[src/hdl/mem_pkg.sv]
`default_nettype none

package mem_pkg;

    localparam int ADDR_W     = 32;
    localparam int WORD_W     = 32;
    localparam int MASK_W     = 4;   // bytes per word
    localparam int LINE_W     = 256;
    localparam int BURST_W    = 64;  // physical bus beat
    localparam int BEATS      = 4;   // beats per line
    localparam int OFFSET_W   = 5;
    localparam int IC_INDEX_W = 3;   // 8 sets
    localparam int DC_INDEX_W = 3;   // 8 sets x 2 ways

    typedef logic [ADDR_W-1:0]  addr_t;
    typedef logic [WORD_W-1:0]  word_t;
    typedef logic [MASK_W-1:0]  mask_t;
    typedef logic [LINE_W-1:0]  line_t;
    typedef logic [BURST_W-1:0] burst_t;

    // both caches use the same index width, so one tag type fits both
    typedef logic [ADDR_W-OFFSET_W-IC_INDEX_W-1:0] tag_t;

    typedef enum logic {
        IC_IDLE,
        IC_FILL
    } icache_state_t;

    typedef enum logic [1:0] {
        DC_IDLE,
        DC_WRITEBACK,
        DC_FILL
    } dcache_state_t;

    typedef enum logic [1:0] {
        AD_IDLE,
        AD_READ,
        AD_WRITE,
        AD_DONE
    } adaptor_state_t;

    typedef enum logic [1:0] {
        ARB_NONE,
        ARB_I,
        ARB_D
    } arb_owner_t;

endpackage

`default_nettype wire

[src/hdl/line_bus_if.sv]
`timescale 1ns/1ps
`default_nettype none

interface line_bus_if;

    mem_pkg::addr_t address;   // line aligned
    logic           read;
    logic           write;
    mem_pkg::line_t wdata;
    mem_pkg::line_t rdata;     // valid with resp
    logic           resp;      // one cycle pulse

    modport master (
        output address, read, write, wdata,
        input  rdata, resp
    );

    modport slave (
        input  address, read, write, wdata,
        output rdata, resp
    );

endinterface

`default_nettype wire

[src/hdl/line_arbiter.sv]
`timescale 1ns/1ps
`default_nettype none

module line_arbiter (
    input  logic      clk,
    input  logic      rst,
    line_bus_if.slave ic,
    line_bus_if.slave dc,
    line_bus_if.master mem
);

    mem_pkg::arb_owner_t owner_q;
    mem_pkg::arb_owner_t grant;
    logic                sel_i;
    logic                sel_d;

    // an idle bus goes to data first, a held owner keeps it
    always_comb begin
        grant = owner_q;
        if (owner_q == mem_pkg::ARB_NONE) begin
            if (dc.read || dc.write) begin
                grant = mem_pkg::ARB_D;
            end else if (ic.read || ic.write) begin
                grant = mem_pkg::ARB_I;
            end
        end
    end

    always_ff @(posedge clk) begin
        if (rst) begin
            owner_q <= mem_pkg::ARB_NONE;
        end else if (mem.resp) begin
            owner_q <= mem_pkg::ARB_NONE;   // release after the transfer
        end else begin
            owner_q <= grant;
        end
    end

    assign sel_i = (grant == mem_pkg::ARB_I);
    assign sel_d = (grant == mem_pkg::ARB_D);

    assign mem.address = sel_d ? dc.address : ic.address;
    assign mem.wdata   = sel_d ? dc.wdata : ic.wdata;
    assign mem.read    = sel_d ? dc.read : (sel_i && ic.read);
    assign mem.write   = sel_d ? dc.write : (sel_i && ic.write);

    assign ic.rdata = mem.rdata;
    assign dc.rdata = mem.rdata;
    assign ic.resp  = sel_i && mem.resp;   // owner only
    assign dc.resp  = sel_d && mem.resp;

endmodule

`default_nettype wire

[src/flat_wrapper.sv]
// flat-port wrapper written by rule: the top's interface ports become plain ports
module line_arbiter_flat 
  (clk, rst, ic_address, ic_read, ic_write, ic_wdata, ic_rdata, ic_resp, dc_address, dc_read, dc_write, dc_wdata, dc_rdata, dc_resp, mem_address, mem_read, mem_write, mem_wdata, mem_rdata, mem_resp);
  line_bus_if ic_i ();
  line_bus_if dc_i ();
  line_bus_if mem_i ();
  input  logic clk;
  input  logic rst;
  input wire logic [$bits(ic_i.address)-1:0] ic_address;
  input wire logic [$bits(ic_i.read)-1:0] ic_read;
  input wire logic [$bits(ic_i.write)-1:0] ic_write;
  input wire logic [$bits(ic_i.wdata)-1:0] ic_wdata;
  output wire logic [$bits(ic_i.rdata)-1:0] ic_rdata;
  output wire logic [$bits(ic_i.resp)-1:0] ic_resp;
  input wire logic [$bits(dc_i.address)-1:0] dc_address;
  input wire logic [$bits(dc_i.read)-1:0] dc_read;
  input wire logic [$bits(dc_i.write)-1:0] dc_write;
  input wire logic [$bits(dc_i.wdata)-1:0] dc_wdata;
  output wire logic [$bits(dc_i.rdata)-1:0] dc_rdata;
  output wire logic [$bits(dc_i.resp)-1:0] dc_resp;
  output wire logic [$bits(mem_i.address)-1:0] mem_address;
  output wire logic [$bits(mem_i.read)-1:0] mem_read;
  output wire logic [$bits(mem_i.write)-1:0] mem_write;
  output wire logic [$bits(mem_i.wdata)-1:0] mem_wdata;
  input wire logic [$bits(mem_i.rdata)-1:0] mem_rdata;
  input wire logic [$bits(mem_i.resp)-1:0] mem_resp;
  assign ic_i.address = ic_address;
  assign ic_i.read = ic_read;
  assign ic_i.write = ic_write;
  assign ic_i.wdata = ic_wdata;
  assign ic_rdata = ic_i.rdata;
  assign ic_resp = ic_i.resp;
  assign dc_i.address = dc_address;
  assign dc_i.read = dc_read;
  assign dc_i.write = dc_write;
  assign dc_i.wdata = dc_wdata;
  assign dc_rdata = dc_i.rdata;
  assign dc_resp = dc_i.resp;
  assign mem_address = mem_i.address;
  assign mem_read = mem_i.read;
  assign mem_write = mem_i.write;
  assign mem_wdata = mem_i.wdata;
  assign mem_i.rdata = mem_rdata;
  assign mem_i.resp = mem_resp;
  line_arbiter u_core (.clk(clk), .rst(rst), .ic(ic_i), .dc(dc_i), .mem(mem_i));
endmodule
[config.mk]
export PLATFORM = sky130hd
export DESIGN_NAME = line_arbiter_flat
export DESIGN_NICKNAME = d
export VERILOG_FILES = /design/src/hdl/mem_pkg.sv /design/src/hdl/line_bus_if.sv /design/src/hdl/line_arbiter.sv /design/src/flat_wrapper.sv
export SDC_FILE = /design/constraint.sdc
export NUM_CORES = 1
export LEC_CHECK = 0
export BUFFER_PORTS_ARGS = -buffer_cell sky130_fd_sc_hd__buf_4
export CORE_AREA = 2 2 636 638
export CTS_BUF_LIST = sky130_fd_sc_hd__clkbuf_4 sky130_fd_sc_hd__clkbuf_8 sky130_fd_sc_hd__clkbuf_16
export DETAILED_ROUTE_END_ITERATION = 12
export DIE_AREA = 0 0 638 640
export SETUP_SLACK_MARGIN = 0.5
export SYNTH_ARGS = -nofsm -noshare
export SYNTH_HDL_FRONTEND = slang
export SYNTH_SLANG_ARGS = --single-unit
[constraint.sdc]
create_clock -name clk -period 4.6 [get_ports clk]
set_input_delay 0.92 -clock clk [delete_from_list [all_inputs] [get_ports clk]]
set_output_delay 0.92 -clock clk [all_outputs]
set_load 0.01 [all_outputs]
**Word level (Yosys, flattened, before mapping)**

Cells that the tools add are included.

- Muxes and demuxes: 7
- Reduce and logical (&&, ||, !) cells: 8
- Eq/ne operators: 2

Operator list:

| cell | number |
|---|---|
| 256-bit 2-to-1 mux | 1 |
| 32-bit 2-to-1 mux | 1 |
| 2-bit 2-to-1 mux | 3 |
| 1-bit logical AND | 4 |
| 2-bit by 1-bit == test with 1-bit output (second input constant) | 1 |
| 2-bit == test (second input constant) | 1 |
| 2-bit zero test | 1 |
| 1-bit logical OR | 2 |
| 1-bit 2-to-1 mux | 2 |
| 2-bit OR reduction | 1 |

- Output and inout bits: 804
- Input port bits: 839
- Bits in registers: 2

**Depth between registers and ports, before layout**

- Depth in word-level cells: 7
- Gate-level depth with buffers: 5
- Depth with buffers taken out: 3

**Worst setup path before layout**

OpenSTA, ideal clock, no wires.

- Path type: input -> output
- Start point: in dc_write
- End point: out mem_address[0]
- Data required time: 3680 ps
- Setup slack: 1811 ps
- Arrival: 1869 ps
- Stages: 5
- Cells stage by stage: nor3_2 nor2_4 buf_6 buf_6 mux2_1

- Longest elaborated chain between the ends: 5

Ends and longest elaborated chain:

| element | RTL line | text |
|---|---|---|
| from (decl) | flat_wrapper.sv:17 | `input wire logic [$bits(dc_i.write)-1:0] dc_write;` |
| 1-bit logical OR | line_arbiter.sv:21 | `if (dc.read \|\| dc.write) begin` |
| 2-bit 2-to-1 mux | line_arbiter.sv:21 |  |
| 2-bit 2-to-1 mux | line_arbiter.sv:20 | `if (owner_q == mem_pkg::ARB_NONE) begin` |
| 2-bit == test | line_arbiter.sv:40 | `assign sel_d = (grant == mem_pkg::ARB_D);` |
| 32-bit 2-to-1 mux | line_arbiter.sv:42 | `assign mem.address = sel_d ? dc.address : ic.address;` |
| to (decl) | flat_wrapper.sv:21 | `output wire logic [$bits(mem_i.address)-1:0] mem_address;` |

No other way between the ends.

**Final worst setup path**

- Start point: in dc_write
- End point: out mem_wdata[183]

- Longest elaborated chain between the ends: 5

Ends and longest elaborated chain:

| element | RTL line | text |
|---|---|---|
| 1-bit logical OR | line_arbiter.sv:21 |  |
| 2-bit 2-to-1 mux | line_arbiter.sv:21 |  |
| 2-bit 2-to-1 mux | line_arbiter.sv:20 |  |
| 2-bit == test | line_arbiter.sv:40 |  |
| 256-bit 2-to-1 mux | line_arbiter.sv:43 | `assign mem.wdata = sel_d ? dc.wdata : ic.wdata;` |
| to (decl) | flat_wrapper.sv:24 | `output wire logic [$bits(mem_i.wdata)-1:0] mem_wdata;` |

No other way between the ends.

==> impl_results.md <==
- Final hold vios: 0
- Maximum operating frequency: 0.284 GHz
- Fillers: 47.5k
- CTS Hold Bufs: 0
- CP endpoint kind: output pin
- Commonest non-fill, non-tap cell in the layout: buf_4
- Outcome: completed
- CP Data Required Time: 3.68 ns
- Wire per inst: about 55 um
- GPL Wtd Cong: 1.10
- Biggest regs: u_core.owner_q: 2 flops
- Crit. Startpoint: dc_write
- Clock buffer count from CTS: 3
- Pre-antenna DRT Iters: 7
- Final Net Count: 2037
- # setup viols final: 0
- Clock Path Buffers: 2
- Tcrit/Tclk final: 76.4%
- Post-Route Setup TNS: 0 ns
- Maximum net fanout on the critical path: 25
- HP Class: flip-flop to flip-flop
- Post-DP HPWL: between 300000 and 400000 um
- Most frequent cells in the layout: 880 x buf_4, 200 x mux2_1, 88 x mux2_2, 5 x buf_12
- Placed inst area: 16700 um2
- Number of synthesis warnings: 0
- Setup Skew: 0.00319 ns
- TritonCTS clock tree: yes
- Pwr Density: 122 nW/um2
- FF+latch count, synth: 2
- Pin count of the biggest net entering global routing: 98
- Initial Util: 1.88%
- Vias per std cell: 1.56
- GRT Overall Usage: 17.0%
- RSZ-0062 raised after global routing: no
- Average size of a mapped cell: 8.86 um2
- Total of max-cap violations: 0
- Area delta synth->final: 123%
- Slew @ Worst Pin: 0.745 ns
- Slew margin rel.: 50.4%
- Fin. max-slew vios: 0
- DRC Markers: 0
- Initial antenna violation count: roughly 300
- Clk root buf: clkbuf_16
- Clock transition at path regs: 0.03 ns
- Final instance area: roughly 17000 um2
- Final min period: approximately 3.5 ns
- H-Tree Depth: 1
- Vias in the first global route: 8950
- # port buffers: between 800 and 900
- Die Wd: 638 um
- IO Pins: 1643
- First-pass GRT wire length: 381000 um
- Count of cell types in the netlist: 20
- Share of cells above drive strength 1: 81.9%
- Leak pwr: 0.00555 uW
- Reg2reg setup slack: 3.69 ns
- Via count: 10.2k
- Core area: 401000 um2
- Crit path launch type: input pin
- Sequential-to-total area share from yosys stat: less than 1%
- CTS Sinks: 2
- GRT Residual Overflow: 0
- Post-CTS setup buffer count: 0
- Die height: 640 um
- Largest register FFs: 2
- Mapped Area: 7550 um2
- Syn_nets: 1691
- Hold_sp: u_core.owner_q[1]$_SDFF_PP0_
- Critical path arrival: 2.60 ns
- DIE AREA: 408000 um2
- Top reg by flops: u_core.owner_q
- Critical R2R Launch: u_core.owner_q[1]$_SDFF_PP0_
- Later-pin clock latency in the skew report: between 0.2 and 0.25 ns
- Gate Count Post-Synth: 852
- Final ANT Viol Nets: 0
- Critical setup path kind: input pin to output pin
- Peak VDD IR: 0.0544 mV
- WL final: 360000 um
- Initial DRC Count: 590
- Post-cts sizing count: 0
- # rows: 233
==> cell families (layout without fill, tap and decap cells) <==
kind of cell           count (synthesis)  after routing  synth area share [%]
DFF                                    2              2                 0.530
other                                  0             31                     0
buffers and inverters                544            888                  55.0
AOI/OAI and AO/OA                      3              3                 0.298
and+or+nand+nor                       15             15                  1.23
muxes                                288            288                  42.9
==> power by group <==
| group | switching (uW) | internal, uW | total (uW) | leakage [uW] |
|---|---|---|---|---|
| Clock | 22.5 | 111 | 133 | 0.0000372 |
| Sequential | 1.46 | 18.3 | 19.8 | 0.0000164 |
| Combinational | 1120 | 788 | 1910 | 0.00550 |
==> per-stage QoR <==
step / total power, uW / std cells / utilization, % / hold slack [ns] / setup slack [ns]
floorplan: 941 / 852 / - / 0.531 / 1.81
global placement: 1960 / 6480 / 4.16 / 0.552 / 1.09
detailed placement: 1980 / 6480 / 4.16 / 0.603 / 1.07
CTS: 2120 / 6483 / 4.18 / 0.608 / 1.06
global route: 2200 / 6494 / 4.19 / 0.650 / 1.02
finish: 2060 / 6514 / 4.20 / 0.609 / 1.08
==> path summary, 6_finish.rpt <==
kind	endpoint	depth (start not counted)
setup / recovery	mem_wdata[183]	7
hold / removal	u_core.owner_q[1]$_SDFF_PP0_	1
setup reg to reg	u_core.owner_q[0]$_SDFF_PP0_	2
hold reg to reg	u_core.owner_q[1]$_SDFF_PP0_	1
==> synth_stat cells <==
master	instances	share of area, %
buf_4	512	51
mux2_1	200	30
mux2_2	88	13
buf_6	24	3.6
buf_2	7	0.46
nor2_1	3	0.15
dfxtp_1	2	0.53
nand2_1	2	0.099
nand2b_1	2	0.17
nand3b_1	2	0.20
a21oi_1	1	0.066
a32o_1	1	0.13
and2_1	1	0.083
clkbuf_1	1	0.050
nor2_4	1	0.15
nor3_1	1	0.066
nor3_2	1	0.13
nor3b_1	1	0.099
o21a_1	1	0.099
or2_2	1	0.083
==> final cells by class <==
type | count | area, um2 | area share [%]
tap | 5287 | 6620 | 39.2
sequential | 2 | 40.0 | 0.237
clock buffer | 3 | 75.1 | 0.445
multi-input combinational | 306 | 3360 | 19.9
antenna | 31 | 77.6 | 0.460
timing repair buffer | 885 | 6710 | 39.7
==> critical path, stage by stage <==
cell and delay (ns):
buf_4 0.10, nor3_2 0.05, nor2_4 0.19, buf_12 0.23, buf_4 0.37, mux2_1 0.38, buf_4 0.21
==> metal layers <==
layer	global-route usage, %	wire length (um)
met1	11.3	83900
met2	25.0	147000
met3	26.9	121000
met4	1.78	6400
met5	1.87	2080
No activity file was read; power rests on OpenSTA's default activity.
