**config.mk**
```make
export PLATFORM = sky130hd
export DESIGN_NAME = icache_flat
export DESIGN_NICKNAME = d
export VERILOG_FILES = /design/src/hdl/mem_pkg.sv /design/src/hdl/line_bus_if.sv /design/src/hdl/icache.sv /design/src/flat_wrapper.sv
export SDC_FILE = /design/constraint.sdc
export NUM_CORES = 2
export LEC_CHECK = 0
export ABC_AREA = 1
export BUFFER_PORTS_ARGS = -buffer_cell sky130_fd_sc_hd__buf_2
export CAP_MARGIN = 10
export CORE_ASPECT_RATIO = 1.2
export CORE_MARGIN = 4
export CORE_UTILIZATION = 30
export DETAILED_ROUTE_END_ITERATION = 7
export GPL_ROUTABILITY_DRIVEN = 0
export SLEW_MARGIN = 40
export SYNTH_ARGS = -nofsm -noshare
export SYNTH_HDL_FRONTEND = slang
export SYNTH_SLANG_ARGS = --single-unit
```
**constraint.sdc**
```tcl
create_clock -name clk -period 28.5 [get_ports clk]
set_input_delay 8.55 -clock clk [delete_from_list [all_inputs] [get_ports clk]]
set_output_delay 8.55 -clock clk [all_outputs]
set_load 0.03 [all_outputs]
```
**src/hdl/mem_pkg.sv**
```systemverilog
`default_nettype none

package mem_pkg;

    localparam int ADDR_W     = 32;
    localparam int WORD_W     = 32;
    localparam int MASK_W     = 4;   // bytes per word
    localparam int LINE_W     = 256;
    localparam int BURST_W    = 64;  // physical bus beat
    localparam int BEATS      = 4;   // beats per line
    localparam int OFFSET_W   = 5;
    localparam int IC_INDEX_W = 3;   // 8 sets
    localparam int DC_INDEX_W = 3;   // 8 sets x 2 ways

    typedef logic [ADDR_W-1:0]  addr_t;
    typedef logic [WORD_W-1:0]  word_t;
    typedef logic [MASK_W-1:0]  mask_t;
    typedef logic [LINE_W-1:0]  line_t;
    typedef logic [BURST_W-1:0] burst_t;

    // both caches use the same index width, so one tag type fits both
    typedef logic [ADDR_W-OFFSET_W-IC_INDEX_W-1:0] tag_t;

    typedef enum logic {
        IC_IDLE,
        IC_FILL
    } icache_state_t;

    typedef enum logic [1:0] {
        DC_IDLE,
        DC_WRITEBACK,
        DC_FILL
    } dcache_state_t;

    typedef enum logic [1:0] {
        AD_IDLE,
        AD_READ,
        AD_WRITE,
        AD_DONE
    } adaptor_state_t;

    typedef enum logic [1:0] {
        ARB_NONE,
        ARB_I,
        ARB_D
    } arb_owner_t;

endpackage

`default_nettype wire

```
**src/hdl/line_bus_if.sv**
```systemverilog
`timescale 1ns/1ps
`default_nettype none

interface line_bus_if;

    mem_pkg::addr_t address;   // line aligned
    logic           read;
    logic           write;
    mem_pkg::line_t wdata;
    mem_pkg::line_t rdata;     // valid with resp
    logic           resp;      // one cycle pulse

    modport master (
        output address, read, write, wdata,
        input  rdata, resp
    );

    modport slave (
        input  address, read, write, wdata,
        output rdata, resp
    );

endinterface

`default_nettype wire

```
**src/hdl/icache.sv**
```systemverilog
`timescale 1ns/1ps
`default_nettype none

module icache (
    input  logic           clk,
    input  logic           rst,
    input  mem_pkg::addr_t imem_addr_i,
    input  logic           imem_read_i,
    output mem_pkg::word_t imem_rdata_o,
    output logic           imem_resp_o,
    line_bus_if.master     line
);

    mem_pkg::icache_state_t state;

    mem_pkg::line_t data_q [2**mem_pkg::IC_INDEX_W];
    mem_pkg::tag_t  tag_q  [2**mem_pkg::IC_INDEX_W];
    logic [2**mem_pkg::IC_INDEX_W-1:0] valid_q;

    logic [mem_pkg::IC_INDEX_W-1:0] idx;
    mem_pkg::tag_t                  tag;
    logic [mem_pkg::OFFSET_W-3:0]   word_sel;
    logic                           hit;
    logic                           access;

    assign idx      = imem_addr_i[mem_pkg::OFFSET_W +: mem_pkg::IC_INDEX_W];
    assign tag      = imem_addr_i[mem_pkg::ADDR_W-1:mem_pkg::OFFSET_W+mem_pkg::IC_INDEX_W];
    assign word_sel = imem_addr_i[mem_pkg::OFFSET_W-1:2];
    assign hit      = valid_q[idx] && (tag_q[idx] == tag);

    // request still held in the resp cycle is the old one, skip it
    assign access = (state == mem_pkg::IC_IDLE) && imem_read_i && !imem_resp_o;

    assign line.read    = (state == mem_pkg::IC_FILL);
    assign line.write   = 1'b0;                     // read only
    assign line.wdata   = '0;
    assign line.address = {tag, idx, {mem_pkg::OFFSET_W{1'b0}}};

    always_ff @(posedge clk) begin
        if (rst) begin
            state       <= mem_pkg::IC_IDLE;
            imem_resp_o <= 1'b0;
            valid_q     <= '0;
        end else begin
            imem_resp_o <= 1'b0;
            case (state)
                mem_pkg::IC_IDLE: begin
                    if (access && hit) begin
                        imem_resp_o <= 1'b1;
                    end else if (access) begin
                        state <= mem_pkg::IC_FILL;
                    end
                end
                mem_pkg::IC_FILL: begin
                    if (line.resp) begin
                        valid_q[idx] <= 1'b1;
                        state        <= mem_pkg::IC_IDLE;   // answered as a hit next
                    end
                end
                default: state <= mem_pkg::IC_IDLE;
            endcase
        end
    end

    always_ff @(posedge clk) begin
        imem_rdata_o <= data_q[idx][word_sel*mem_pkg::WORD_W +: mem_pkg::WORD_W];
        if (state == mem_pkg::IC_FILL && line.resp) begin
            data_q[idx] <= line.rdata;
            tag_q[idx]  <= tag;
        end
    end

endmodule

`default_nettype wire

```
**src/flat_wrapper.sv**
```systemverilog
// flat-port wrapper written by rule: the top's interface ports become plain ports
module icache_flat 
  (clk, rst, imem_addr_i, imem_read_i, imem_rdata_o, imem_resp_o, line_address, line_read, line_write, line_wdata, line_rdata, line_resp);
  line_bus_if line_i ();
  input  logic clk;
  input  logic rst;
  input  mem_pkg::addr_t imem_addr_i;
  input  logic imem_read_i;
  output mem_pkg::word_t imem_rdata_o;
  output logic imem_resp_o;
  output wire logic [$bits(line_i.address)-1:0] line_address;
  output wire logic [$bits(line_i.read)-1:0] line_read;
  output wire logic [$bits(line_i.write)-1:0] line_write;
  output wire logic [$bits(line_i.wdata)-1:0] line_wdata;
  input wire logic [$bits(line_i.rdata)-1:0] line_rdata;
  input wire logic [$bits(line_i.resp)-1:0] line_resp;
  assign line_address = line_i.address;
  assign line_read = line_i.read;
  assign line_write = line_i.write;
  assign line_wdata = line_i.wdata;
  assign line_i.rdata = line_rdata;
  assign line_i.resp = line_resp;
  icache u_core (.clk(clk), .rst(rst), .imem_addr_i(imem_addr_i), .imem_read_i(imem_read_i), .imem_rdata_o(imem_rdata_o), .imem_resp_o(imem_resp_o), .line(line_i));
endmodule
```
# [Word-level counts from Yosys, hierarchy flattened]
# Memories as Yosys holds them, arrays and structs flattened.
# Index checks and enable logic that the tools add are counted.
# Widths: inputs -> output; s select.
[word_totals] reg_bits=42 word_cells=32 in_bits=292 ramBits=2240 memories=2
[classes] n_eq_ne=1 n_reduce_logical=9 n_lt_le_gt_ge=2 shifts=1 bitwise_logic=2 muxes=11
[memory_table] memory="u_core.data_q" words=8 width=256 read_ports=1 rd_clocked_by_memory_dff=0 write_ports=1 line="icache.sv:16" text="mem_pkg::line_t data_q [2**mem_pkg::IC_INDEX_W];"
[memory_table] memory="u_core.tag_q" words=8 width=24 read_ports=1 rd_clocked_by_memory_dff=0 write_ports=1 line="icache.sv:17" text="mem_pkg::tag_t tag_q [2**mem_pkg::IC_INDEX_W];"
[op_table] op="$shiftx 256x9->32" count=1
[op_table] op="$eq 24x24->1" count=1
[op_table] op="$mux 1" count=8
[op_table] op="$or 8x8->8" count=1
[op_table] op="$logic_and 1x1->1" count=6
[op_table] op="$lt 3x4->1 const B" count=1
[op_table] op="$bmux 1 s3" count=1
[op_table] op="$demux 1 s3" count=1
[op_table] op="$ge 3x1->1 const B" count=1
[op_table] op="$pmux 1 s2" count=1
[op_table] op="$reduce_and 2->1" count=1
[op_table] op="$reduce_or 2->1" count=1
[op_table] op="$logic_not 1->1" count=1
[op_table] op="$not 1->1" count=1

# [Logic depth before layout (Yosys ltp)]
[logic_depth] ltp_word=6 ltp_mapped=17

# [Worst setup path before layout]
# Ideal clock, no wire load.
[synth_timing] path_kind="input to register" start="in imem_addr_i[7]" end="mem u_core.data_q[0][0] in the netlist's numbering (enable)" required_time_ns=27.571 arrival_time_ns=21.020 slack_ns=6.550 cell_stages=6 n_path_buf=3 cell_sequence="buf_4 nor2_1 buf_2 nand2_4 buf_4 nor2_1"
[synth_rtl] element="start, declared" line="flat_wrapper.sv:7" text="input mem_pkg::addr_t imem_addr_i;"
[synth_rtl] element="end, declared" line="icache.sv:16"
# No word-level cell before the write port.

# [Worst setup path in the final report]
[layout_timing] start="in imem_addr_i[5]" end="out line_address[5]"
[layout_rtl] element="end, declared" line="flat_wrapper.sv:11" text="output wire logic [$bits(line_i.address)-1:0] line_address;"
# No word-level cell between the ends.

==> results.py <==
metrics = {
    "worst_setup_path": {
        "critPathLaunch": "imem_addr_i[5]",
        "crit_chain": "buf_4 -> buf_2",
        "critPathMaxStageDelay_ns": 0.52,
        "cp.arrival_ns": 9.39,
        "reg2reg_setup_slack_ns": 25.11,
        "end_kind": "output port",
        "crit_cells": 2,
        "endpoint": "line_address[5]",
        "cp-start-kind": "input pin",
        "critPathTopFamily": "buffers and inverters",
        "crit_required_ns": 19.95,
        "cp_max_fo": 55,
        "cp_slowest_cell": "buf_4",
        "critical_path_class": "in -> out",
        "rr_startpoint": "u_core.line.read$_SDFF_PP0_",
        "r2r_end": "u_core.data_q[0][9]$_DFFE_PP_",
        "worstRegToRegCells": 6,
        "critPathBufInv": 2,
    },
    "layout": {
        "final_cell_mix": "edfxtp_1, nand2_1, buf_2, nor2_1, inv_1",
        "fin_cells": 10750,
        "layout_commonest_cell": "edfxtp_1",
        "final_cell_area_um2": 101700,
        "final_nets": 6904,
        "synthToLayoutAreaGrowth_pct": 15.21,
        "drive_gt1_share_pct": 12.31,
    },
    "timing": {
        "finalHoldViolCount": 0,
        "setup_viol": 0,
        "worstMarginPinSlew_ns": 0.9361,
        "rsz0062_at_grt": "false",
        "fin_tns_setup_ns": 0,
        "drv_slew": 0,
        "fin_crit_ns": 17.94,
        "slew_headroom_pct": 37.60,
        "worst_clock_skew_ns": 0.08814,
        "postLayoutSetupSlackWorst_ns": 10.56,
        "clock.fmax_ghz": 0.05574,
        "finalCritPeriodShare_pct": 62.95,
    },
    "global_routing": {
        "grt_max_degree": 125,
        "grt_overflow_total": 0,
        "grt_pass1_wl_um": 371900,
        "antenna_found_initial": 214,
        "first_global_vias": 50050,
        "grtUsageTotal_pct": 17.04,
    },
    "synthesis": {
        "synth_edf_count": 2240,
        "netlist_area_um2": 88310,
        "avgSynthCellArea_um2": 14.13,
        "yosys_warnings": 0,
        "postSynthCellCount": 6249,
        "ys_seq_elements": 2282,
        "synth.distinct_cells": 42,
        "ys_seq_area_share_pct": 77.12,
        "ys.flop_type": "edfxtp_1",
        "async_flop_share_pct": 0,
    },
    "power_and_ir_drop": {
        "ir_drop_uv": 65.51,
        "switching_share_pct": 22.31,
        "p_int_mw": 5.577,
        "combPwrFrac_pct": 5.5,
        "p_seq_share_pct": 52.0,
        "power_density_nw_per_um2": 70.56,
        "p_switching_mw": 1.602,
        "power.leakage_nw": 35.38,
        "power_frac_clock_pct": 42.5,
    },
    "routing": {
        "postRouteAntennaNets": 0,
        "drt_pre_antenna_iters": 5,
        "drt-wirelength-per-cell_um": 24.86,
        "viasPerCell": 4.902,
        "drt_wl_total_um": 267200,
        "drc": 0,
        "dr_total_vias": 52670,
        "initialDrtViolationCount": 4985,
    },
    "die": {
        "die_h_um": 602.3,
        "core_area_um2": 292100,
        "start_util_pct": 30.23,
        "die_area_um2": 303100,
        "die_w_um": 503.3,
        "pin_count": 615,
        "placementRows": 217,
    },
    "clock_tree": {
        "clkTransAtPathRegs_ns": 0.06,
        "cts_root_buffer": "clkbuf_16",
        "cts.sinks": 2282,
        "h-tree-depth": 4,
        "cts_buffer_depth": 3,
        "holdBufCountCts": 0,
        "postCtsSetupBuffers": 0,
        "cts_tree": "done",
        "clkLatencyLatePin_ns": 0.89,
        "ctsResizeCount": 0,
        "cts_made_buffers": 224,
    },
    "job": {
        "maxCapViolCount": 0,
    },
    "placement": {
        "place_area_um2": 93720,
        "numPortBuffers": 350,
        "dp_hpwl_um": 156400,
        "dp_cells": 10220,
        "pre_cts_ws_ns": 10.55,
    },
    "min_path": {
        "hp-class": "reg -> reg",
    },
    "run_status": {
        "outcome": "finished, final reports clean",
    },
}
## through the flow
step | total power, mW | hold WS [ns] | utilization, %
floorplan | 4.063 | 0.4402 | -
global placement | 4.187 | 0.4483 | 31.84
detailed placement | 4.199 | 0.4532 | 32.08
CTS | 7.229 | 0.4672 | 34.72
global route | 7.401 | 0.4908 | 34.79
finish | 7.179 | 0.4669 | 34.83
## worst min path at each step
| stage | slack, ns | to | depth (start not counted) | start |
|---|---|---|---|---|
| after floorplan | 0.44 | u_core.valid_q[5]$_SDFFE_PP0P_ | 2 | u_core.valid_q[5]$_SDFFE_PP0P_ |
| after global placement | 0.45 | u_core.valid_q[1]$_SDFFE_PP0P_ | 1 | u_core.valid_q[1]$_SDFFE_PP0P_ |
| after detailed placement | 0.45 | u_core.valid_q[0]$_SDFFE_PP0P_ | 1 | u_core.valid_q[0]$_SDFFE_PP0P_ |
| after CTS | 0.47 | u_core.valid_q[0]$_SDFFE_PP0P_ | 1 | u_core.valid_q[0]$_SDFFE_PP0P_ |
| after global routing | 0.49 | u_core.valid_q[0]$_SDFFE_PP0P_ | 1 | u_core.valid_q[0]$_SDFFE_PP0P_ |
| final | 0.47 | u_core.valid_q[0]$_SDFFE_PP0P_ | 1 | u_core.valid_q[0]$_SDFFE_PP0P_ |
## layer usage
metal	vias to the layer above	share of wire (%)	routed length (µm)	track usage [%]
li1	23090	-	-	-
met1	26420	39	103300	21.37
met2	2493	48	127300	27.44
met3	569	9.7	26040	5.036
met4	96	3.7	9821	7.116
met5	-	0.25	667	0
## kinds of logic after synthesis
group                  synth area share [%]
AO/OA/AOI/OAI                         6.238
buffers and inverters                 5.659
flip-flops                            77.12
other                              0.004246
AND/OR/NAND/NOR                       10.98
## Yosys cell counts (42+ instances only)
master	n	area share, %
a22o_1	192	1.9
dfxtp_1	42	0.95
nand4_1	182	1.3
a22oi_1	153	1.3
clkbuf_1	42	0.18
a211oi_1	72	0.61
inv_1	313	1.3
a221oi_1	87	0.86
buf_2	151	0.86
buf_4	350	3.0
nand3_1	310	1.8
edfxtp_1	2240	76
a21oi_1	187	1.1
nor2_1	328	1.4
nand2_1	1400	6.0
## power groups by stage
| stage | combinational, mW | clock (mW) | sequential (mW) |
|---|---|---|---|
| final | 0.395 | 3.05 | 3.73 |
| after global routing | 0.428 | 3.24 | 3.73 |
| after CTS | 0.397 | 3.10 | 3.73 |
| after detailed placement | 0.396 | 0 | 3.80 |
| after global placement | 0.386 | 0 | 3.80 |
| after floorplan | 0.241 | 0 | 3.82 |
## registers in the layout, summed over array words and instances (netlist names)
| register | cells |
|---|---|
| u_core.data_q | 2048 |
| u_core.tag_q | 192 |
| u_core.imem_rdata_o | 32 |
| u_core.valid_q | 8 |
| u_core.imem_resp_o | 1 |
| u_core.line.read | 1 |
## cell type report
class | instances | area (µm²)
Clock inverter | 148 | 1863
Sequential cell | 2282 | 68110
Tap cell | 3832 | 4795
Antenna cell | 106 | 265.3
Inverter | 319 | 1219
Multi-Input combinational cell | 3321 | 16280
Timing Repair Buffer | 464 | 3374
Fill cell | 27660 | 190400
Clock buffer | 273 | 5841
No activity file was read; power rests on OpenSTA's default activity.
