[src/hdl/mem_pkg.sv]
`default_nettype none

package mem_pkg;

    localparam int ADDR_W     = 32;
    localparam int WORD_W     = 32;
    localparam int MASK_W     = 4;   // bytes per word
    localparam int LINE_W     = 256;
    localparam int BURST_W    = 64;  // physical bus beat
    localparam int BEATS      = 4;   // beats per line
    localparam int OFFSET_W   = 5;
    localparam int IC_INDEX_W = 3;   // 8 sets
    localparam int DC_INDEX_W = 3;   // 8 sets x 2 ways

    typedef logic [ADDR_W-1:0]  addr_t;
    typedef logic [WORD_W-1:0]  word_t;
    typedef logic [MASK_W-1:0]  mask_t;
    typedef logic [LINE_W-1:0]  line_t;
    typedef logic [BURST_W-1:0] burst_t;

    // both caches use the same index width, so one tag type fits both
    typedef logic [ADDR_W-OFFSET_W-IC_INDEX_W-1:0] tag_t;

    typedef enum logic {
        IC_IDLE,
        IC_FILL
    } icache_state_t;

    typedef enum logic [1:0] {
        DC_IDLE,
        DC_WRITEBACK,
        DC_FILL
    } dcache_state_t;

    typedef enum logic [1:0] {
        AD_IDLE,
        AD_READ,
        AD_WRITE,
        AD_DONE
    } adaptor_state_t;

    typedef enum logic [1:0] {
        ARB_NONE,
        ARB_I,
        ARB_D
    } arb_owner_t;

endpackage

`default_nettype wire

[src/hdl/line_bus_if.sv]
`timescale 1ns/1ps
`default_nettype none

interface line_bus_if;

    mem_pkg::addr_t address;   // line aligned
    logic           read;
    logic           write;
    mem_pkg::line_t wdata;
    mem_pkg::line_t rdata;     // valid with resp
    logic           resp;      // one cycle pulse

    modport master (
        output address, read, write, wdata,
        input  rdata, resp
    );

    modport slave (
        input  address, read, write, wdata,
        output rdata, resp
    );

endinterface

`default_nettype wire

[src/hdl/cacheline_adaptor.sv]
`timescale 1ns/1ps
`default_nettype none

module cacheline_adaptor (
    input  logic            clk,
    input  logic            rst,
    line_bus_if.slave       line,
    output mem_pkg::addr_t  bmem_addr_o,
    output logic            bmem_read_o,
    output logic            bmem_write_o,
    output mem_pkg::burst_t bmem_wdata_o,
    input  mem_pkg::burst_t bmem_rdata_i,
    input  logic            bmem_resp_i
);

    mem_pkg::adaptor_state_t state;

    logic [$clog2(mem_pkg::BEATS)-1:0] cnt;   // current beat
    mem_pkg::addr_t                    addr_q;
    mem_pkg::line_t                    buf_q;
    logic                              last_beat;

    assign last_beat = bmem_resp_i && (cnt == ($clog2(mem_pkg::BEATS))'(mem_pkg::BEATS - 1));

    // strobe held until the first beat, the rest follow back to back
    assign bmem_read_o  = (state == mem_pkg::AD_READ) && (cnt == '0);
    assign bmem_write_o = (state == mem_pkg::AD_WRITE) && (cnt == '0);
    assign bmem_wdata_o = buf_q[cnt*mem_pkg::BURST_W +: mem_pkg::BURST_W];
    assign bmem_addr_o  = addr_q;

    assign line.rdata = buf_q;
    assign line.resp  = (state == mem_pkg::AD_DONE);

    always_ff @(posedge clk) begin
        if (rst) begin
            state <= mem_pkg::AD_IDLE;
            cnt   <= '0;
        end else begin
            case (state)
                mem_pkg::AD_IDLE: begin
                    cnt <= '0;
                    if (line.read) begin
                        state <= mem_pkg::AD_READ;
                    end else if (line.write) begin
                        state <= mem_pkg::AD_WRITE;
                    end
                end
                mem_pkg::AD_READ, mem_pkg::AD_WRITE: begin
                    if (bmem_resp_i) begin
                        cnt <= cnt + 1'b1;
                    end
                    if (last_beat) begin
                        state <= mem_pkg::AD_DONE;
                    end
                end
                mem_pkg::AD_DONE: state <= mem_pkg::AD_IDLE;   // request still up, ignore it
                default:          state <= mem_pkg::AD_IDLE;
            endcase
        end
    end

    always_ff @(posedge clk) begin
        if (state == mem_pkg::AD_IDLE) begin
            addr_q <= {line.address[mem_pkg::ADDR_W-1:mem_pkg::OFFSET_W],
                       {mem_pkg::OFFSET_W{1'b0}}};
            buf_q  <= line.wdata;                // write data, overwritten on reads
        end else if (state == mem_pkg::AD_READ && bmem_resp_i) begin
            buf_q[cnt*mem_pkg::BURST_W +: mem_pkg::BURST_W] <= bmem_rdata_i;
        end
    end

endmodule

`default_nettype wire

[src/flat_wrapper.sv]
// flat-port wrapper written by rule: the top's interface ports become plain ports
module cacheline_adaptor_flat 
  (clk, rst, bmem_addr_o, bmem_read_o, bmem_write_o, bmem_wdata_o, bmem_rdata_i, bmem_resp_i, line_address, line_read, line_write, line_wdata, line_rdata, line_resp);
  line_bus_if line_i ();
  input  logic clk;
  input  logic rst;
  output mem_pkg::addr_t bmem_addr_o;
  output logic bmem_read_o;
  output logic bmem_write_o;
  output mem_pkg::burst_t bmem_wdata_o;
  input  mem_pkg::burst_t bmem_rdata_i;
  input  logic bmem_resp_i;
  input wire logic [$bits(line_i.address)-1:0] line_address;
  input wire logic [$bits(line_i.read)-1:0] line_read;
  input wire logic [$bits(line_i.write)-1:0] line_write;
  input wire logic [$bits(line_i.wdata)-1:0] line_wdata;
  output wire logic [$bits(line_i.rdata)-1:0] line_rdata;
  output wire logic [$bits(line_i.resp)-1:0] line_resp;
  assign line_i.address = line_address;
  assign line_i.read = line_read;
  assign line_i.write = line_write;
  assign line_i.wdata = line_wdata;
  assign line_rdata = line_i.rdata;
  assign line_resp = line_i.resp;
  cacheline_adaptor u_core (.clk(clk), .rst(rst), .line(line_i), .bmem_addr_o(bmem_addr_o), .bmem_read_o(bmem_read_o), .bmem_write_o(bmem_write_o), .bmem_wdata_o(bmem_wdata_o), .bmem_rdata_i(bmem_rdata_i), .bmem_resp_i(bmem_resp_i));
endmodule
[config.mk]
export PLATFORM = sky130hd
export DESIGN_NAME = cacheline_adaptor_flat
export DESIGN_NICKNAME = d
export VERILOG_FILES = /design/src/hdl/mem_pkg.sv /design/src/hdl/line_bus_if.sv /design/src/hdl/cacheline_adaptor.sv /design/src/flat_wrapper.sv
export SDC_FILE = /design/constraint.sdc
export NUM_CORES = 1
export LEC_CHECK = 0
export BUFFER_PORTS_ARGS = -buffer_cell sky130_fd_sc_hd__buf_2
export CORE_AREA = 2 2 279 281
export DETAILED_ROUTE_END_ITERATION = 6
export DIE_AREA = 0 0 281 283
export PLACE_DENSITY = 0.39
export SLEW_MARGIN = 30
export SYNTH_ARGS = -nofsm -noshare
export SYNTH_HDL_FRONTEND = slang
export SYNTH_SLANG_ARGS = --single-unit
export TNS_END_PERCENT = 100
[constraint.sdc]
create_clock -name clk -period 3.8 [get_ports clk]
set_clock_uncertainty 0.05 [all_clocks]
set_input_delay 0.57 -clock clk [delete_from_list [all_inputs] [get_ports clk]]
set_output_delay 0.57 -clock clk [all_outputs]
set_load 0.005 [all_outputs]
# Word-level counts from Yosys, hierarchy flattened
# Index checks and enable logic that the tools add are counted.
[word_totals] reg_bits=287 out_inout_bits=355
[classes] addsub=2 eq_ne=7 shifts=3 n_mux=9 reduce_logical=11
[ops] op="256-bit two-way mux" count=2
[ops] op="256-bit bitwise mux" count=1
[ops] op="64-bit by 34-bit variable shift with 256-bit output, first input constant" count=1
[ops] op="256-bit by 9-bit indexed part select with 64-bit output" count=1
[ops] op="64-bit by 34-bit indexed part select with 256-bit output" count=1
[ops] op="8-bit negator with 34-bit output" count=1
[ops] op="2-bit two-way mux" count=4
[ops] op="2-bit == test, second input constant" count=3
[ops] op="2-bit case mux with 3 select lines" count=1
[ops] op="1-bit logical AND" count=4
[ops] op="2-bit zero test" count=2
[ops] op="2-bit case mux with 2 select lines" count=1
[ops] op="2-bit AND reduction" count=2
[ops] op="2-bit nonzero test" count=2
[ops] op="3-bit inequality test, second input constant" count=1
[ops] op="2-bit by 1-bit adder with 2-bit output, second input constant" count=1
[ops] op="2-bit by 1-bit == test with 1-bit output, second input constant" count=1
[ops] op="2-bit by 1-bit inequality test with 1-bit output, second input constant" count=1
[ops] op="2-bit inequality test, second input constant" count=1
[ops] op="2-bit OR reduction" count=1

# Logic depth before layout (Yosys ltp)
# Gate-level depths: netlist (run 1).
[logic_depth] depth_word=5 depth_mapped=9 depth_no_buf=5

# Worst setup path before layout (run 1)
# No wires, ideal clock.
[synth_path] path_kind="register to register" startpoint="register u_core.state[0]" endpoint="register u_core.buf_q[0] (netlist: u_core.line.rdata[0]), enable pin" setup_time_ns=0.398 arrival_ns=2.821 setup_slack_ns=0.531 stages_incl_launch_ff=7 n_path_buf=3 period_less_slack_ns=3.269 path_cell_list="dfxtp_1 > inv_1 > ha_1 > buf_2 > buf_2 > buf_1 > a31o_2"
[synth_between] elab_chain_len=3 word_cells_on_any_way=4
[synth_lines] item="start: declaration" line="cacheline_adaptor.sv:16" source="mem_pkg::adaptor_state_t state;"
[synth_lines] item="start signal: assignment" line="cacheline_adaptor.sv:36" source="state <= mem_pkg::AD_IDLE;"
[synth_lines] item="start signal: assignment" line="cacheline_adaptor.sv:43" source="state <= mem_pkg::AD_READ;"
[synth_lines] item="start signal: assignment" line="cacheline_adaptor.sv:45" source="state <= mem_pkg::AD_WRITE;"
[synth_lines] item="2-bit by 1-bit == test with 1-bit output" line="cacheline_adaptor.sv:67" source="end else if (state == mem_pkg::AD_READ && bmem_resp_i) begin"
[synth_lines] item="1-bit logical AND" line="cacheline_adaptor.sv:67"
[synth_lines] item="2-bit nonzero test (no source line) *"
[synth_lines] item="end signal: assignment" line="cacheline_adaptor.sv:66" source="buf_q <= line.wdata;"
[synth_lines] item="end signal: indexed assignment" line="cacheline_adaptor.sv:68" source="buf_q[cnt*mem_pkg::BURST_W +: mem_pkg::BURST_W] <= bmem_rdata_i;"
[synth_lines] item="end: declaration" line="cacheline_adaptor.sv:20" source="mem_pkg::line_t buf_q;"
# Mark *: on every way between the ends. The rest lies on a longest branch, timed or not.
# A chain may end at the register's enable or synchronous reset.

# Worst setup path after layout (run 1)
[layout_path] startpoint="register u_core.cnt[1] in the netlist's numbering" endpoint="output port bmem_wdata_o[54]"
[layout_between] elab_chain_len=1
[layout_lines] item="start: declaration" line="cacheline_adaptor.sv:18" source="logic [$clog2(mem_pkg::BEATS)-1:0] cnt;"
[layout_lines] item="start signal: assignment" line="cacheline_adaptor.sv:50" source="cnt <= cnt + 1'b1;"
[layout_lines] item="256-bit by 9-bit indexed part select with 64-bit output" line="cacheline_adaptor.sv:28" source="assign bmem_wdata_o = buf_q[cnt*mem_pkg::BURST_W +: mem_pkg::BURST_W];"
[layout_lines] item="end: declaration" line="flat_wrapper.sv:10" source="output mem_pkg::burst_t bmem_wdata_o;"
# Every way passes these cells.

==> flow_summary_export.csv, run 1 <==
group,metric,value,unit
routing,drtPass1Iterations,5,
synth,ys_ff_latch,287,
power_and_ir_drop,ir_drop,0.416,mV
synth,yosysWarnings,0,
critical_path,path_delay_family,"buffers and inverters",
critical_path,worstPathCellList,"buf_4 -> mux4_2 -> buf_2",
power_and_ir_drop,power_per_cell_area,894,nW/um^2
routing,drc,0,
synth,synthArstFlopShare,0,%
routing,finalWirelength,61100,um
cts,clkTransAtPathRegs,60,ps
run,drv_cap,0,
critical_path,worstPathArrival,2380,ps
grt,grt_remaining_overflow,0,
floorplanning,dieArea,79500,um^2
sta,relSlewSlack,45.4,%
routing,antenna_left,0,
floorplanning,std_cell_rows,102,
critical_path,critPathSlowestCell,"buf_4",
cts,clock-sinks,287,
cells_and_area,multi_input_area,4100,um^2
routing,viasPerCell,4.28,
cells_and_area,fin_util,24.6,%
sta,period_share,79.1,%
cts,postCtsHoldBufs,0,
routing,dr_total_vias,10600,
critical_path,worstPathMaxFanout,33,
sta,fin_crit,3000,ps
synth,postSynthAreaPerCell,18.1,um^2
sta,final-hold-violation-count,0,
critical_path,crit_required,3180,ps
critical_path,crit_path_end_kind,"output port",
sta,worst_pin_slew,819,ps
cells_and_area,drive_gt1_share,58.8,%
floorplanning,start_util,17.2,%
cts,clkLatencyLatePin,540,ps
floorplanning,pin_count,712,
cells_and_area,final_cell_mix,"buf_2 (701), edfxtp_1 (283), a22o_1 (256)",
grt,grt_pass1_vias,11300,
cells_and_area,area_growth,42.8,%
routing,drt_first_iter_violations,606,
grt,track_usage,14.7,%
cts,cts_buffers,38,
synth,synth_edf_count,283,
placed_design,hpwl,42300,um
floorplanning,chipWidth,281,um
critical_path,worst_setup_path_start_kind,"flop",
sta,fin_tns_setup,0,ps
cts,clockBufferDepth,3,
power_and_ir_drop,power.total,16.9,mW
floorplanning,coreArea,76700,um^2
synth,ys_types,30,
floorplanning,die_h,283,um
sta,rsz0062_at_grt,"no",
synth,netlist_area,13200,um^2
grt,grt_max_degree,141,
sta,slew_viol_final,0,
routing,post_drt_wl_per_cell,24.6,um
status,status,"finished clean",
critical_path,critPathBufInv,2,
synth,synth_cells,729,
worst_hold_path,hp-class,"in -> reg",
critical_path,critPathMaxStageDelay,600,ps
placed_design,place_congestion,0.815,
critical_path,crit_type,"reg -> out",
cts,cts_htree_levels,2,
cts,cts_tree,"done",
synth,seq_area_frac_synth,64.9,%
sta,fmax,0.333,GHz
cells_and_area,final_common_cell,"buf_2",
synth,synth_ff_type,"edfxtp_1",
cts,post_cts_buffers,0,
grt,antenna_found_initial,10,
placed_design,io_buffers,701,
sta,finalSetupViolations,0,
cts,root_buffer,"clkbuf_16",
power_and_ir_drop,p_leak,7.87,nW
cells_and_area,ff_latch_area,8590,um^2
cells_and_area,final_nets,1779,
cts,cts.repair.resized,0,
cells_and_area,nFillCells,8162,
cells_and_area,stdcell_count,2479,
placed_design,dp.cells,2412,
grt,grt_pass1_wl,84300,um
[logic make-up (layout without fill, tap and decap cells)]
group,count (synthesis),in the layout,share of synthesized area (%)
flip-flops,287,287,64.9
AO/OA/AOI/OAI,267,267,17.6
buffers and inverters,83,784,4.72
multiplexers,66,66,11.1
AND/OR/NAND/NOR,15,15,0.738
adder cells (fa/ha/maj),10,10,0.946
other,1,10,0.0284
[Yosys cell counts, types with 4 or more instances]
cell type	count	share of area (%)
buf_4	16	0.91
buf_6	19	1.6
a22o_1	256	17
edfxtp_1	283	64
dfxtp_1	4	0.61
clkbuf_1	24	0.68
mux4_2	61	10
buf_12	6	0.91
a21oi_1	4	0.15
buf_2	10	0.38
ha_1	10	0.95
buf_1	4	0.11
a31o_2	4	0.26
inv_1	4	0.11
[flip-flops by register name, indices dropped and copies added, names as in the netlist]
signal	flops
u_core.line.rdata	256
u_core.bmem_addr_o	27
u_core.cnt	2
u_core.state	2
[stage by stage]
step / area [um^2] / hold WS [ps] / worst slack, ps
2_1_floorplan: 13200 / 468 / 531
3_3_place_gp: 17800 / 510 / 1060
3_5_place_dp: 17800 / 512 / 1040
4_1_cts: 18900 / 94.2 / 730
5_1_grt: 18900 / 105 / 723
6_report: 18900 / 144 / 796
[report_power, final]
part / total (mW) / internal [mW] / switching [mW]
sequential: 6.69 / 5.76 / 0.930
combinational: 6.85 / 3.08 / 3.76
clock: 3.36 / 1.94 / 1.42
[worst reg2reg max path: stages (launching register included)]
cell	delay, ps
dfxtp_4	550
buf_4	480
ha_1	330
a31o_4	500
buf_12	400
[final timing paths]
| path | to | from | slack, ps | depth (start not counted) |
|---|---|---|---|---|
| setup / recovery | bmem_wdata_o[54] | u_core.cnt[1] | 800 | 3 |
| hold / removal | u_core.bmem_addr_o[28] | line_address[28] | 140 | 1 |
| hold reg to reg | u_core.cnt[0] | u_core.cnt[0] | 520 | 2 |
| setup reg to reg | u_core.line.rdata[135] | u_core.cnt[1] | 1050 | 4 |
[layout make-up]
type | count | area share [%]
flip-flops and latches | 287 | 45.5
diodes | 5 | 0.0662
clock inverters | 13 | 0.530
inverters | 4 | 0.0795
clock buffers | 49 | 5.37
multi-input cells | 363 | 21.7
well taps | 1040 | 6.89
repair buffers | 718 | 19.9
[layer usage]
metal,wire (um),part of all wire [%],global-route usage (%),vias up
met2,31200,51,26.2,536
met3,4630,7.6,3.59,93
met4,1660,2.7,4.76,6
met5,27,0.044,0,-
met1,23500,39,17.0,5441
li1,-,-,-,4536
No activity file was read; power rests on OpenSTA's default activity.
==> run 2, diff against run 1 <==
- CORE_AREA: 2 2 279 281 -> 2 2 275 277
- DIE_AREA: 0 0 281 283 -> 0 0 277 279
- PLACE_DENSITY: 0.39 -> 0.41
- clock period: 3.8 -> 2.6 ns (I/O delays scaled with it)
==> run 2 against run 1 <==
  * Worst hold slack worse by 55 ps
  * Via count down 0.31%
  * Non-clock buffer count is 32 higher
  * Global-route usage shrank 0.11 points
  * Sequential power grew 46%
  * Sequential share of layout area shrank 0.69 points
  * Combinational power up 47%
  * Critical path depth stayed put
  * Worst setup slack got worse by 610 ps
  * Largest cell class unchanged
==> flow_summary_export.csv, run 2 (synthesis gave the netlist of run 1 again) <==
group,metric,value,unit
routing,drtPass1Iterations,4,
placed_design,hpwl,41200,um
floorplanning,coreArea,74100,um^2
cts,cts_buffers,37,
power_and_ir_drop,power.total,24.7,mW
critical_path,worst_setup_path_start_kind,"flop",
grt,grt_pass1_wl,82500,um
grt,track_usage,14.6,%
critical_path,worstPathMaxFanout,26,
cells_and_area,largest_reg_flops,256,
placed_design,place_congestion,0.871,
critical_path,crit_path_end_kind,"output port",
floorplanning,dieArea,77300,um^2
power_and_ir_drop,p_leak,8.04,nW
grt,grt_max_degree,160,
routing,dr_total_vias,10600,
sta,fin_crit,2420,ps
cts,root_buffer,"clkbuf_16",
cells_and_area,fin_util,25.9,%
floorplanning,pin_count,712,
cts,cts.repair.resized,0,
cts,post_cts_buffers,0,
grt,grt_pass1_vias,11200,
cells_and_area,drive_gt1_share,57.6,%
status,status,"finished clean",
cts,clockBufferDepth,3,
critical_path,worstPathArrival,1980,ps
sta,fin_tns_setup,0,ps
worst_hold_path,hp-class,"in -> reg",
cells_and_area,final_nets,1810,
cts,cts_htree_levels,2,
power_and_ir_drop,power_per_cell_area,1290,nW/um^2
floorplanning,chipWidth,277,um
floorplanning,start_util,17.9,%
cts,clock-sinks,287,
sta,worst_pin_slew,1060,ps
critical_path,crit_required,2160,ps
power_and_ir_drop,ir_drop,0.594,mV
routing,drc,0,
placed_design,place_ws,502,ps
cts,cts_tree,"done",
routing,antenna_left,0,
cells_and_area,final_cell_mix,"buf_2 (701), edfxtp_1 (283), a22o_1 (256)",
sta,slew_viol_final,0,
routing,viasPerCell,4.33,
sta,rsz0062_at_grt,"no",
routing,post_drt_wl_per_cell,24.2,um
floorplanning,die_h,279,um
sta,finalSetupViolations,0,
critical_path,crit_type,"reg -> out",
sta,final-hold-violation-count,0,
run,drv_cap,0,
grt,antenna_found_initial,10,
cells_and_area,area_growth,45.0,%
placed_design,io_buffers,701,
sta,period_share,92.9,%
cts,clkLatencyLatePin,540,ps
sta,relSlewSlack,29.6,%
sta,final.setup.worst_slack,184,ps
cts,clkTransAtPathRegs,60,ps
grt,grt_remaining_overflow,0,
sta,fmax,0.414,GHz
cells_and_area,final_common_cell,"buf_2",
routing,drt_first_iter_violations,657,
sta,whs,89.5,ps
routing,finalWirelength,59200,um
floorplanning,std_cell_rows,100,
==> run 2: path summary, 6_finish.rpt <==
path	depth (start not counted)	slack, ps	end	from
worst max-delay path	3	180	bmem_wdata_o[20]	u_core.cnt[0]
worst max register to register	5	490	u_core.line.rdata[9]	u_core.cnt[0]
worst min-delay path	2	90	u_core.line.rdata[223]	line_wdata[223]
worst min register to register	2	500	u_core.state[1]	u_core.state[1]
==> run 2: area by class of cell <==
class / instances / area (um^2)
clock inverters: 19 / 143
clock buffers: 43 / 948
repair buffers: 750 / 4160
fillers: 7832 / 54900
inverters: 4 / 15.0
diodes: 6 / 15.0
multi-input cells: 363 / 4100
well taps: 969 / 1210
flip-flops and latches: 287 / 8590
==> run 2: timing repair <==
item	in CTS	in global routing
endpoints found under the hold margin	31	0
hold buffers	28	0
endpoints found under the setup margin	0	0
==> run 2: power by group <==
group / switching, mW / leakage (nW) / internal (mW)
logic: 5.44 / 4.53 / 4.68
clock network: 2.02 / 0.540 / 2.79
registers: 1.33 / 2.97 / 8.41
==> run 2: worst max-delay path, cell delays in order (launching register included) <==
cell	delay, ps
dfxtp_4	400
buf_12	270
mux4_2	600
buf_2	160
==> run 2: metal layers <==
layer  global-route usage, %  share of wire (%)  up-vias
li1                        -                  -     4611
met1                    16.7                 38     5391
met2                    26.6                 53      497
met3                    3.49                6.9       74
met4                    4.40                2.2        6
met5                       0              0.068        -
==> run 2: per-stage QoR <==
| step | cells | instance area, um^2 |
|---|---|---|
| 6_report | 2441 | 19200 |
| 2_1_floorplan | 733 | 13300 |
| 3_5_place_dp | 2345 | 17800 |
| 3_3_place_gp | 2345 | 17800 |
| 5_1_grt | 2438 | 19200 |
| 4_1_cts | 2435 | 19200 |
